`config.mk`:
```
export PLATFORM = sky130hd
export DESIGN_NAME = sys_top
export DESIGN_NICKNAME = d
export VERILOG_FILES = /design/src/logic/sys_pkg.sv /design/src/logic/host_cmd_ctrl.sv /design/src/logic/btn_debounce.sv /design/src/logic/led_driver.sv /design/src/logic/audio_mixer.sv /design/src/logic/sync_polarity.sv /design/src/logic/sys_top.sv
export SDC_FILE = /design/constraint.sdc
export NUM_CORES = 1
export LEC_CHECK = 0
export BUFFER_PORTS_ARGS = -buffer_cell sky130_fd_sc_hd__buf_4
export CAP_MARGIN = 15
export CORE_MARGIN = 4
export CORE_UTILIZATION = 40
export CTS_CLUSTER_SIZE = 24
export DETAILED_ROUTE_END_ITERATION = 7
export HOLD_SLACK_MARGIN = 0.05
export PLACE_DENSITY = 0.59
export SYNTH_ARGS = -nofsm -noshare
export SYNTH_HDL_FRONTEND = slang
export SYNTH_SLANG_ARGS = --single-unit
```
`constraint.sdc`:
```
create_clock -name clk_sys -period 8.8 [get_ports clk_sys]
set_clock_uncertainty 0.1 [all_clocks]
set_input_delay 0.44 -clock clk_sys [delete_from_list [all_inputs] [get_ports clk_sys]]
set_output_delay 0.44 -clock clk_sys [all_outputs]
set_load 0.05 [all_outputs]
```
`src/logic/sys_pkg.sv`:
```
`default_nettype none

package sys_pkg;

	// ====================
	// Data widths
	// ====================
	typedef logic [31:0] gp_word_t;
	typedef logic [15:0] io_data_t;
	typedef logic signed [15:0] sample_t;

	// Bit 4 mutes, bits 3..0 are the right shift
	typedef logic [4:0] vol_att_t;
	typedef logic [7:0] cmd_code_t;

	// Host LED override, overtake in the high byte
	typedef struct packed {
		logic [7:0] overtake;
		logic [7:0] state;
	} led_cmd_t;

	// Power and disk as {enable, value}
	typedef struct packed {
		logic       user;
		logic [1:0] power;
		logic [1:0] disk;
	} led_status_t;

	typedef struct packed {
		logic       is_signed;
		logic [1:0] mix;
	} audio_fmt_t;

	typedef enum logic {
		CMD_IDLE,
		CMD_ARG
	} cmd_state_t;

	// ====================
	// Host protocol
	// ====================
	localparam cmd_code_t CMD_LED = 8'h25;
	localparam cmd_code_t CMD_VOL = 8'h26;

	// Fixed signature, generic core type in the low byte
	localparam gp_word_t CORE_MAGIC = {24'h5CA623, 8'hA4};
	localparam logic [1:0] IO_VER = 2'd1;

	// Host word field positions
	localparam int HW_DATA_LSB = 0;
	localparam int HW_DATA_MSB = 15;
	localparam int HW_IO_CLK   = 17;
	localparam int HW_IO_UIO   = 20;
	localparam int HW_DISK     = 29;
	localparam int HW_RST_LSB  = 30;
	localparam int HW_RST_MSB  = 31;
	localparam int HW_READY    = 31;

endpackage

`default_nettype wire

```
`src/logic/host_cmd_ctrl.sv`:
```
`timescale 1ns/100ps
`default_nettype none

module host_cmd_ctrl (
	input  wire                    clk_sys,
	input  wire                    resetd,
	input  wire sys_pkg::gp_word_t gp_out,
	input  wire                    btn_user,
	input  wire                    btn_osd,
	output sys_pkg::gp_word_t      gp_in,
	output logic                   reset_req,
	output sys_pkg::led_cmd_t      led_cmd,
	output sys_pkg::vol_att_t      vol_att,
	output logic                   host_disk
);
	import sys_pkg::*;

	gp_word_t   gp_d;
	gp_word_t   gp_r;
	gp_word_t   status_word;
	io_data_t   io_din;
	logic       io_clk;
	logic       io_uio;
	logic       io_clk_d;
	logic       io_ack;
	logic       io_strobe;
	logic [1:0] rst_code;
	logic [1:0] rst_code_d;
	cmd_state_t state;
	cmd_code_t  cmd;

	// ====================
	// Host word input
	// ====================
	always_ff @(posedge clk_sys) begin
		gp_d <= gp_out;
		gp_r <= gp_d;
	end

	assign io_din    = gp_r[HW_DATA_MSB:HW_DATA_LSB];
	assign io_clk    = gp_r[HW_IO_CLK];
	assign io_uio    = gp_r[HW_IO_UIO];
	assign rst_code  = gp_r[HW_RST_MSB:HW_RST_LSB];
	assign host_disk = gp_r[HW_DISK];

	// Strobe on rising io_clk, ack trails it by two clocks
	always_ff @(posedge clk_sys) begin
		if (resetd) begin
			io_clk_d <= 1'b0;
			io_ack   <= 1'b0;
		end else begin
			io_clk_d <= io_clk;
			io_ack   <= io_clk_d;
		end
	end

	assign io_strobe = io_clk & ~io_clk_d;

	// ====================
	// Command decoder
	// ====================
	// First strobe under io_uio is the command byte, later ones are arguments
	always_ff @(posedge clk_sys) begin
		if (resetd) begin
			state   <= CMD_IDLE;
			cmd     <= '0;
			led_cmd <= '0;
			vol_att <= '0;
		end else if (!io_uio) begin
			state <= CMD_IDLE;
		end else if (io_strobe) begin
			case (state)
				CMD_IDLE: begin
					cmd   <= io_din[7:0];
					state <= CMD_ARG;
				end
				CMD_ARG: begin
					if (cmd == CMD_LED)
						led_cmd <= led_cmd_t'(io_din);
					if (cmd == CMD_VOL)
						vol_att <= io_din[4:0];
				end
				default: state <= CMD_IDLE;
			endcase
		end
	end

	// ====================
	// Reset request
	// ====================
	// Code 1 sets, code 2 right after code 0 clears
	always_ff @(posedge clk_sys) begin
		if (resetd) begin
			reset_req  <= 1'b0;
			rst_code_d <= 2'd0;
		end else begin
			rst_code_d <= rst_code;
			if (rst_code == 2'd1)
				reset_req <= 1'b1;
			else if (rst_code == 2'd2 && rst_code_d == 2'd0)
				reset_req <= 1'b0;
		end
	end

	// Status word back to the host
	assign status_word = {1'b0, btn_user, btn_osd, 9'd0, IO_VER, io_ack, 1'b0, 16'd0};

	// Host talks to the core only once it has seen the magic
	assign gp_in = gp_out[HW_READY] ? status_word : CORE_MAGIC;

endmodule

`default_nettype wire

```
`src/logic/btn_debounce.sv`:
```
`timescale 1ns/100ps
`default_nettype none

module btn_debounce #(
	parameter int DEBOUNCE_DIV = 100000
) (
	input  wire  clk_sys,
	input  wire  resetd,
	input  wire  btn_user_n,
	input  wire  btn_osd_n,
	output logic btn_user,
	output logic btn_osd
);
	localparam int DIV_W = $clog2(DEBOUNCE_DIV + 1);
	localparam logic [DIV_W-1:0] DIV_LAST = DIV_W'(DEBOUNCE_DIV - 1);

	logic [DIV_W-1:0] div_cnt;
	logic             tick;
	logic [1:0]       btn_raw;
	logic [1:0][7:0]  hist;
	logic [1:0]       btn_state;

	// Sample tick divider
	always_ff @(posedge clk_sys) begin
		if (resetd)
			div_cnt <= '0;
		else if (div_cnt == DIV_LAST)
			div_cnt <= '0;
		else
			div_cnt <= div_cnt + 1'b1;
	end

	assign tick = (div_cnt == '0);

	// Index 0 is user, 1 is osd, both active high here
	assign btn_raw = {~btn_osd_n, ~btn_user_n};

	// State flips only on eight equal samples
	always_ff @(posedge clk_sys) begin
		if (resetd) begin
			hist      <= '0;
			btn_state <= '0;
		end else if (tick) begin
			for (int i = 0; i < 2; i++) begin
				hist[i] <= {hist[i][6:0], btn_raw[i]};
				if (&hist[i])
					btn_state[i] <= 1'b1;
				else if (hist[i] == 8'd0)
					btn_state[i] <= 1'b0;
			end
		end
	end

	assign btn_user = btn_state[0];
	assign btn_osd  = btn_state[1];

endmodule

`default_nettype wire

```
`src/logic/led_driver.sv`:
```
`timescale 1ns/100ps
`default_nettype none

module led_driver (
	input  wire sys_pkg::led_status_t led_status,
	input  wire sys_pkg::led_cmd_t    led_cmd,
	input  wire                       host_disk,
	output logic                      led_power_en,
	output logic                      led_hdd_en,
	output logic                      led_user_en,
	output logic [7:0]                led_board
);
	logic [7:0] board_dflt;

	// ====================
	// Front LEDs
	// ====================
	// Enable high pulls the pin low and lights the LED
	assign led_power_en = led_status.power[1] ? led_status.power[0] : 1'b0;

	// Without core control the host disk activity shows too
	assign led_hdd_en = led_status.disk[1] ? led_status.disk[0]
		: (led_status.disk[0] | host_disk);

	assign led_user_en = led_status.user;

	// ====================
	// Board LEDs
	// ====================
	assign board_dflt = {3'b000, led_power_en, 1'b0, led_hdd_en, 1'b0, led_user_en};

	// Host override per bit
	assign led_board = (led_cmd.overtake & led_cmd.state)
		| (~led_cmd.overtake & board_dflt);

endmodule

`default_nettype wire

```
`src/logic/audio_mixer.sv`:
```
`timescale 1ns/100ps
`default_nettype none

module audio_mixer (
	input  wire                      clk_sys,
	input  wire                      resetd,
	input  wire sys_pkg::sample_t    audio_l_in,
	input  wire sys_pkg::sample_t    audio_r_in,
	input  wire sys_pkg::audio_fmt_t audio_fmt,
	input  wire sys_pkg::vol_att_t   vol_att,
	output sys_pkg::sample_t         audio_l_out,
	output sys_pkg::sample_t         audio_r_out
);
	import sys_pkg::*;

	sample_t mix_l;
	sample_t mix_r;
	logic    mix_signed;

	// Arithmetic shift for signed samples, logical otherwise
	function automatic sample_t shr(input sample_t v, input logic [3:0] n, input logic arith);
		sample_t res;
		if (arith)
			res = v >>> n;
		else
			res = v >> n;
		return res;
	endfunction

	// Crossfeed of the other channel into this one
	function automatic sample_t mix_ch(input sample_t own, input sample_t other,
		input audio_fmt_t fmt);
		sample_t res;
		logic    sg;
		sg = fmt.is_signed;
		case (fmt.mix)
			2'd0: res = own;
			2'd1: res = own - shr(own, 4'd3, sg) + shr(other, 4'd3, sg);
			2'd2: res = own - shr(own, 4'd2, sg) + shr(other, 4'd2, sg);
			default: res = shr(own, 4'd1, sg) + shr(other, 4'd1, sg);
		endcase
		return res;
	endfunction

	// ====================
	// Stage 1 mix
	// ====================
	always_ff @(posedge clk_sys) begin
		mix_l      <= mix_ch(audio_l_in, audio_r_in, audio_fmt);
		mix_r      <= mix_ch(audio_r_in, audio_l_in, audio_fmt);
		mix_signed <= audio_fmt.is_signed;
	end

	// ====================
	// Stage 2 volume
	// ====================
	always_ff @(posedge clk_sys) begin
		if (resetd) begin
			audio_l_out <= '0;
			audio_r_out <= '0;
		end else if (vol_att[4]) begin
			// Mute
			audio_l_out <= '0;
			audio_r_out <= '0;
		end else begin
			audio_l_out <= shr(mix_l, vol_att[3:0], mix_signed);
			audio_r_out <= shr(mix_r, vol_att[3:0], mix_signed);
		end
	end

endmodule

`default_nettype wire

```
`src/logic/sync_polarity.sv`:
```
`timescale 1ns/100ps
`default_nettype none

module sync_polarity #(
	parameter int SYNC_CNT_W = 16
) (
	input  wire  clk_sys,
	input  wire  resetd,
	input  wire  sync_in,
	output logic sync_out
);
	logic                  s1;
	logic                  s2;
	logic                  sync_rise;
	logic                  sync_fall;
	logic [SYNC_CNT_W-1:0] cnt;
	logic [SYNC_CNT_W-1:0] hi_len;
	logic [SYNC_CNT_W-1:0] lo_len;
	logic                  pol;

	always_ff @(posedge clk_sys) begin
		if (resetd) begin
			s1 <= 1'b0;
			s2 <= 1'b0;
		end else begin
			s1 <= sync_in;
			s2 <= s1;
		end
	end

	assign sync_rise = s1 & ~s2;
	assign sync_fall = ~s1 & s2;

	// Phase lengths, latched at the edge that ends each phase
	always_ff @(posedge clk_sys) begin
		if (resetd) begin
			cnt    <= '0;
			hi_len <= '0;
			lo_len <= '0;
			pol    <= 1'b0;
		end else begin
			if (sync_rise || sync_fall)
				cnt <= '0;
			else if (~&cnt)
				cnt <= cnt + 1'b1;
			if (sync_rise)
				lo_len <= cnt;
			if (sync_fall)
				hi_len <= cnt;
			pol <= (hi_len > lo_len);
		end
	end

	// Long high phase means the pulse is active low
	assign sync_out = sync_in ^ pol;

endmodule

`default_nettype wire

```
`src/logic/sys_top.sv`:
```
`timescale 1ns/100ps
`default_nettype none

module sys_top #(
	parameter int DEBOUNCE_DIV = 100000,
	parameter int SYNC_CNT_W   = 16
) (
	input  wire                      clk_sys,
	input  wire                      resetd,
	// Host link
	input  wire sys_pkg::gp_word_t   gp_out,
	output sys_pkg::gp_word_t        gp_in,
	output logic                     reset_req,
	// Buttons, active low
	input  wire                      btn_user_n,
	input  wire                      btn_osd_n,
	// LEDs
	input  wire sys_pkg::led_status_t led_status,
	output logic                     led_power_en,
	output logic                     led_hdd_en,
	output logic                     led_user_en,
	output logic [7:0]               led_board,
	// Audio
	input  wire sys_pkg::sample_t    audio_l_in,
	input  wire sys_pkg::sample_t    audio_r_in,
	input  wire sys_pkg::audio_fmt_t audio_fmt,
	output sys_pkg::sample_t         audio_l_out,
	output sys_pkg::sample_t         audio_r_out,
	// Video sync
	input  wire                      hs_in,
	input  wire                      vs_in,
	output logic                     hs_out,
	output logic                     vs_out
);
	import sys_pkg::*;

	led_cmd_t led_cmd;
	vol_att_t vol_att;
	logic     host_disk;
	logic     btn_user;
	logic     btn_osd;

	// ====================
	// Control
	// ====================
	host_cmd_ctrl u_host_cmd_ctrl (
		.clk_sys   (clk_sys),
		.resetd    (resetd),
		.gp_out    (gp_out),
		.btn_user  (btn_user),
		.btn_osd   (btn_osd),
		.gp_in     (gp_in),
		.reset_req (reset_req),
		.led_cmd   (led_cmd),
		.vol_att   (vol_att),
		.host_disk (host_disk)
	);

	btn_debounce #(
		.DEBOUNCE_DIV (DEBOUNCE_DIV)
	) u_btn_debounce (
		.clk_sys    (clk_sys),
		.resetd     (resetd),
		.btn_user_n (btn_user_n),
		.btn_osd_n  (btn_osd_n),
		.btn_user   (btn_user),
		.btn_osd    (btn_osd)
	);

	// ====================
	// Datapath
	// ====================
	led_driver u_led_driver (
		.led_status   (led_status),
		.led_cmd      (led_cmd),
		.host_disk    (host_disk),
		.led_power_en (led_power_en),
		.led_hdd_en   (led_hdd_en),
		.led_user_en  (led_user_en),
		.led_board    (led_board)
	);

	audio_mixer u_audio_mixer (
		.clk_sys     (clk_sys),
		.resetd      (resetd),
		.audio_l_in  (audio_l_in),
		.audio_r_in  (audio_r_in),
		.audio_fmt   (audio_fmt),
		.vol_att     (vol_att),
		.audio_l_out (audio_l_out),
		.audio_r_out (audio_r_out)
	);

	sync_polarity #(
		.SYNC_CNT_W (SYNC_CNT_W)
	) u_sync_h (
		.clk_sys  (clk_sys),
		.resetd   (resetd),
		.sync_in  (hs_in),
		.sync_out (hs_out)
	);

	sync_polarity #(
		.SYNC_CNT_W (SYNC_CNT_W)
	) u_sync_v (
		.clk_sys  (clk_sys),
		.resetd   (resetd),
		.sync_in  (vs_in),
		.sync_out (vs_out)
	);

endmodule

`default_nettype wire

```
Word level (Yosys, flattened, before mapping)
Cells that the tools add are included.
{"block": "totals", "regBits": 301, "word_cells": 130}
{"block": "classes", "add_sub_neg": 12, "n_reduce_logical": 26, "n_eq_ne": 7, "order_cmp": 2, "shift": 4, "n_mux": 25, "n_bitwise": 21}
{"cell": "2-to-1 mux 16 bit", "count": 14}
{"cell": "one-hot mux 16 bit (3 select lines)", "count": 2}
{"cell": "adder 16 bit", "count": 5}
{"cell": "subtractor 16 bit", "count": 4}
{"cell": "adder 16 x 1 -> 16 bit, second input constant", "count": 2}
{"cell": "greater-than comparator 16 bit", "count": 2}
{"cell": "AND reduction 16 bit", "count": 2}
{"cell": "right shift 16 x 4 -> 16 bit", "count": 2}
{"cell": ">>> shifter 16 x 4 -> 16 bit", "count": 2}
{"cell": "2-to-1 mux 31 bit", "count": 1}
{"cell": "adder 17 x 1 -> 17 bit, second input constant", "count": 1}
{"cell": "== test 17 bit, second input constant", "count": 1}
{"cell": "zero test 17 bit", "count": 1}
{"cell": "== test 8 x 6 -> 1 bit, second input constant", "count": 2}
{"cell": "zero test 8 bit", "count": 2}
{"cell": "AND reduction 8 bit", "count": 2}
{"cell": "OR reduction 2 bit", "count": 5}
{"cell": "inverter 1 bit", "count": 9}
{"cell": "bitwise AND 8 x 5 -> 8 bit", "count": 1}
{"cell": "bitwise AND 8 bit", "count": 1}
{"cell": "2-to-1 mux 1 bit", "count": 8}
{"cell": "inverter 8 bit", "count": 1}
{"cell": "OR 8 bit", "count": 1}
{"cell": "AND reduction 4 bit", "count": 2}
{"cell": "other kinds (12)", "count": 24}

Depth between registers and ports, before layout
{"block": "depth", "word_depth": 5, "depth_mapped": 13}

Cells and area by module
A second synthesis with hierarchy kept.
{"block": "hier_totals", "hier_cells": 2043, "hier_area_um2": 18313.8}
{"module": "audio_mixer", "area_per_inst_um2": 9206.3, "cells_each": 1115, "seq_area_each_um2": 1301.2, "instances": 1}
{"module": "sync_polarity", "area_per_inst_um2": 2446.1, "cells_each": 266, "seq_area_each_um2": 1021.0, "instances": 2}
{"module": "host_cmd_ctrl", "area_per_inst_um2": 2508.7, "cells_each": 212, "seq_area_each_um2": 1541.5, "instances": 1}
{"module": "btn_debounce", "area_per_inst_um2": 1609.0, "cells_each": 170, "seq_area_each_um2": 700.7, "instances": 1}
{"module": "led_driver", "area_per_inst_um2": 97.6, "cells_each": 14, "seq_area_each_um2": 0.0, "instances": 1}

Least setup slack after synthesis
Ideal clock, no wire load.
{"block": "synth_timing", "path_kind": "input port to flip-flop", "startpoint": "in audio_l_in[5]", "endpoint": "reg u_audio_mixer.mix_r[12]", "stages": 11, "setup_time_ns": 0.134, "arrival_time_ns": 3.104, "path_slack_ns": 5.462, "cell_sequence": "inv_1 -> fa_1 -> inv_1 -> ha_1 -> nor2b_1 -> o31a_1 -> o31a_1 -> or2_1 -> a311oi_2 -> xnor2_1 -> mux4_2"}
{"block": "synth_between", "elab_chain_cells": 4}
{"element": "start: declaration", "line_no": "sys_top.sv:24", "rtl": "input wire sys_pkg::sample_t audio_l_in,"}
{"element": "2-to-1 mux 16 bit", "line_no": "audio_mixer.sv:23", "rtl": "if (arith)"}
{"element": "2-to-1 mux 16 bit", "line_no": "audio_mixer.sv:36", "rtl": "case (fmt.mix)"}
{"element": "adder 16 bit (on tied branches)", "line_no": "audio_mixer.sv:40, audio_mixer.sv:38, audio_mixer.sv:39"}
{"element": "one-hot mux 16 bit (3 select lines) (*)", "line_no": "audio_mixer.sv:36"}
{"element": "end signal: assignment", "line_no": "audio_mixer.sv:50", "rtl": "mix_r <= mix_ch(audio_r_in, audio_l_in, audio_fmt);"}
{"element": "end: declaration", "line_no": "audio_mixer.sv:17", "rtl": "sample_t mix_r;"}
Mark *: on every way between the ends. The rest lies on a longest branch, timed or not. The select of a mux whose other input is x is not followed.
A chain may end at the register's enable or synchronous reset.

Worst setup path after layout
{"block": "layout_timing", "startpoint": "in audio_l_in[4]", "endpoint": "reg u_audio_mixer.mix_r[9]"}
Same word-level chain as after synthesis.

==> qor.yml <==
sta:
  setup_viol: 0
  setup_ws_ps: 5110
  setup_tns_ps: 0
  period_share: 0.419
  rsz0062_at_grt: "no"
  slew_headroom: 0.259
  worst_slew_pin_slew_ps: 1110
  fin_crit_ps: 3690
  slew_violations: 0
  finalHoldViolations: 0
  clock.fmax_mhz: 271
detailed_routing:
  drc: 0
  drt_wl_total_um: 43000
  avgRoutedWirePerCell_um: 15.8
  vias: 14000
  drtAntennaViolNets: 0
  drtIter0Drc: 742
  drt_first_pass_iters: 7
  viasPerCell: 5.11
synthesis:
  synthFlopType: "dfxtp_1"
  synthArstFlopShare: 0
  yosysSeqAreaShare: 0.321
  synth_area_um2: 17400
  synth_cell_type_count: 73
  yosys-top-cells-count: "dfxtp_1 (279), nor2_1 (219), inv_1 (217)"
  synth_edf_count: 0
  yosysMostFrequentCell: "dfxtp_1"
  syn_inst: 2030
  yosysTopAreaCellShare: 0.321
  avgSynthCellArea_um2: 8.58
  synth_largest_area_cell: "dfxtp_1"
  yosysWarnings: 0
  ys_ff_latch: 279
  synth_area_leaders: "dfxtp_1 (32%), ha_1 (9.5%), fa_1 (6.8%)"
layout:
  antenna_cells: 0
  drive_gt1_frac: 0.105
  finish.utilization: 0.461
  postLayoutCellArea_um2: 19900
  final_nets: 2392
  final-instance-count-excl-fill: 2728
  fillers: 4241
  area_delta_synth_final_pct: 14.0
global_route:
  grt_max_degree: 80
  grt_pass1_vias: 13700
  grt_pass1_wl_um: 70300
  top_usage_layer: "met2"
  grt_util_met2: 0.309
  antenna_found_initial: 0
  use_met1: 0.245
  grtUsageTotal: 0.179
  gr-total-overflow: 0
  grtUsageMet3: 0.0174
min_path:
  hp-class: "in -> reg"
die:
  rows: 76
  die_y_um: 217
  initial_utilization: 0.404
  die_w_um: 217
  die_area_um2: 46900
  io_pins: 156
  coreArea_um2: 43100
power_and_ir_drop:
  combPwrFrac: 0.311
  pwr-share-seq: 0.373
  internal_power_uw: 2520
  power_density_nw_per_um2: 190
  p_leak_uw: 0.00854
  switching_share: 0.333
  p_switching_uw: 1260
  ir_drop_mv: 0.141
  clock_power_share: 0.316
cts:
  cts_resized: 0
  cts_made_buffers: 27
  cts.clk_slew.worst_paths_ps: 60
  clockBufferDepth: 3
  cts.sinks: 279
  root_buffer: "clkbuf_16"
  htree_levels: 1
  cts_hold_buffers: 26
  cts_tree: "done"
  cts_setup_buffers: 0
  clk_latency_ps: 550
placed_design:
  io_buffers: 126
  dp_cells: 2653
  dp_hpwl_um: 33400
  post-place-ws_ps: 4570
  place.gp.congestion: 0.923
  place_area_um2: 18700
run_status:
  run_status: "finished, final reports clean"
run:
  cap_violations: 0
critical_path:
  critPathMaxFanout: 6
  path_class: "in -> reg"
  crit_required_ps: 9060
  critPathCaptureType: "flip-flop"
  startpoint_type: "input port"
  arrival_ps: 3950
==> power groups by stage <==
stage | clock network (uW) | registers [uW] | logic, uW
floorplan | 0 | 1500 | 772
finish | 1190 | 1410 | 1180
global placement | 0 | 1440 | 1140
global route | 1280 | 1420 | 1300
detailed placement | 0 | 1440 | 1160
CTS | 1230 | 1410 | 1170
==> layer usage <==
| metal | routed length [um] | share of wire |
|---|---|---|
| met3 | 1810 | 0.042 |
| met2 | 20400 | 0.47 |
| met5 | 0 | 0 |
| met1 | 20000 | 0.47 |
| met4 | 748 | 0.017 |
==> flip-flops by register name (all words and copies together), names as in the netlist, 2 cells and up <==
signal	count
u_host_cmd_ctrl.gp_d	21
u_host_cmd_ctrl.gp_r	21
u_btn_debounce.div_cnt	17
u_audio_mixer.audio_l_out	16
u_audio_mixer.audio_r_out	16
u_audio_mixer.mix_l	16
u_audio_mixer.mix_r	16
u_btn_debounce.hist	16
u_host_cmd_ctrl.led_cmd	16
u_sync_h.cnt	16
u_sync_h.hi_len	16
u_sync_h.lo_len	16
u_sync_v.cnt	16
u_sync_v.hi_len	16
u_sync_v.lo_len	16
u_host_cmd_ctrl.cmd	8
u_host_cmd_ctrl.vol_att	5
u_btn_debounce.btn_state	2
u_host_cmd_ctrl.rst_code_d	2
==> cell families (layout without fill, tap and decap cells) <==
logic type               count (synthesis)  after routing  synth area share
AND/OR/NAND/NOR                        606            606             0.161
AO/OA/AOI/OAI                          407            407             0.149
buffers and inverters                  325            422            0.0765
flip-flops                             279            279             0.321
adder cells (fa/ha/maj)                191            191             0.163
multiplexers                           133            133            0.0867
XOR/XNOR                                87             87            0.0437
other                                    2             18          0.000431
==> path summary, 6_finish.rpt <==
path	from	endpoint	slack, ps	depth (start not counted)
max	audio_l_in[4]	u_audio_mixer.mix_r[9]	5110	12
min	audio_l_in[0]	u_audio_mixer.mix_l[0]	160	2
max reg2reg	u_btn_debounce.div_cnt[0]	u_btn_debounce.btn_state[1]	6250	8
min reg2reg	u_host_cmd_ctrl.gp_d[6]	u_host_cmd_ctrl.gp_r[6]	230	0
==> per-stage QoR <==
step,hold slack [ps],power (uW)
finish,161,3780
global route,151,4000
CTS,133,3810
detailed placement,212,2600
global placement,210,2580
floorplan,210,2270
==> cell usage in the layout (no fill, tap or decap), types with 7 or more instances in the layout <==
master | netlist | final
or3_1 | 9 | 9
mux2_2 | 23 | 23
a31oi_1 | 9 | 9
xnor2_1 | 48 | 48
mux4_2 | 12 | 12
or4_1 | 7 | 7
and3_1 | 18 | 18
nor2b_1 | 27 | 27
a221oi_1 | 7 | 7
mux2i_1 | 98 | 98
xor2_1 | 39 | 39
ha_1 | 132 | 132
o21ai_0 | 76 | 76
nor4_1 | 14 | 14
o21a_1 | 27 | 27
clkbuf_16 | 0 | 27
conb_1 | 2 | 18
a21o_1 | 24 | 24
a21oi_1 | 142 | 142
fa_1 | 59 | 59
and2_1 | 17 | 17
dfxtp_1 | 279 | 277
nor2_1 | 219 | 219
nand2b_1 | 21 | 21
o22ai_1 | 7 | 7
nand2_1 | 164 | 164
inv_1 | 217 | 217
a211o_1 | 7 | 7
nand3_1 | 29 | 29
o211ai_1 | 11 | 11
a211oi_1 | 39 | 39
buf_4 | 29 | 130
dlygate4sd3_1 | 0 | 26
or2_2 | 10 | 10
nor3_1 | 35 | 35
nand4_1 | 20 | 20
==> critical path: stages <==
cell	delay, ps
buf_4	140
inv_1	190
fa_1	650
inv_1	60
ha_1	300
a211oi_1	260
o21bai_1	150
o21ai_0	430
a21oi_1	240
a31oi_1	240
xor2_1	100
a2111oi_0	730
==> cell type report <==
class / count / area [um2] / area share
clock buffer: 35 / 736 / 0.0370
clock inverter: 14 / 194 / 0.00977
inverter: 217 / 815 / 0.0410
multi-input combinational: 1442 / 10600 / 0.532
sequential: 279 / 5590 / 0.281
tap: 585 / 732 / 0.0369
timing repair buffer: 156 / 1240 / 0.0622
Power figures use the tool's default switching activity.
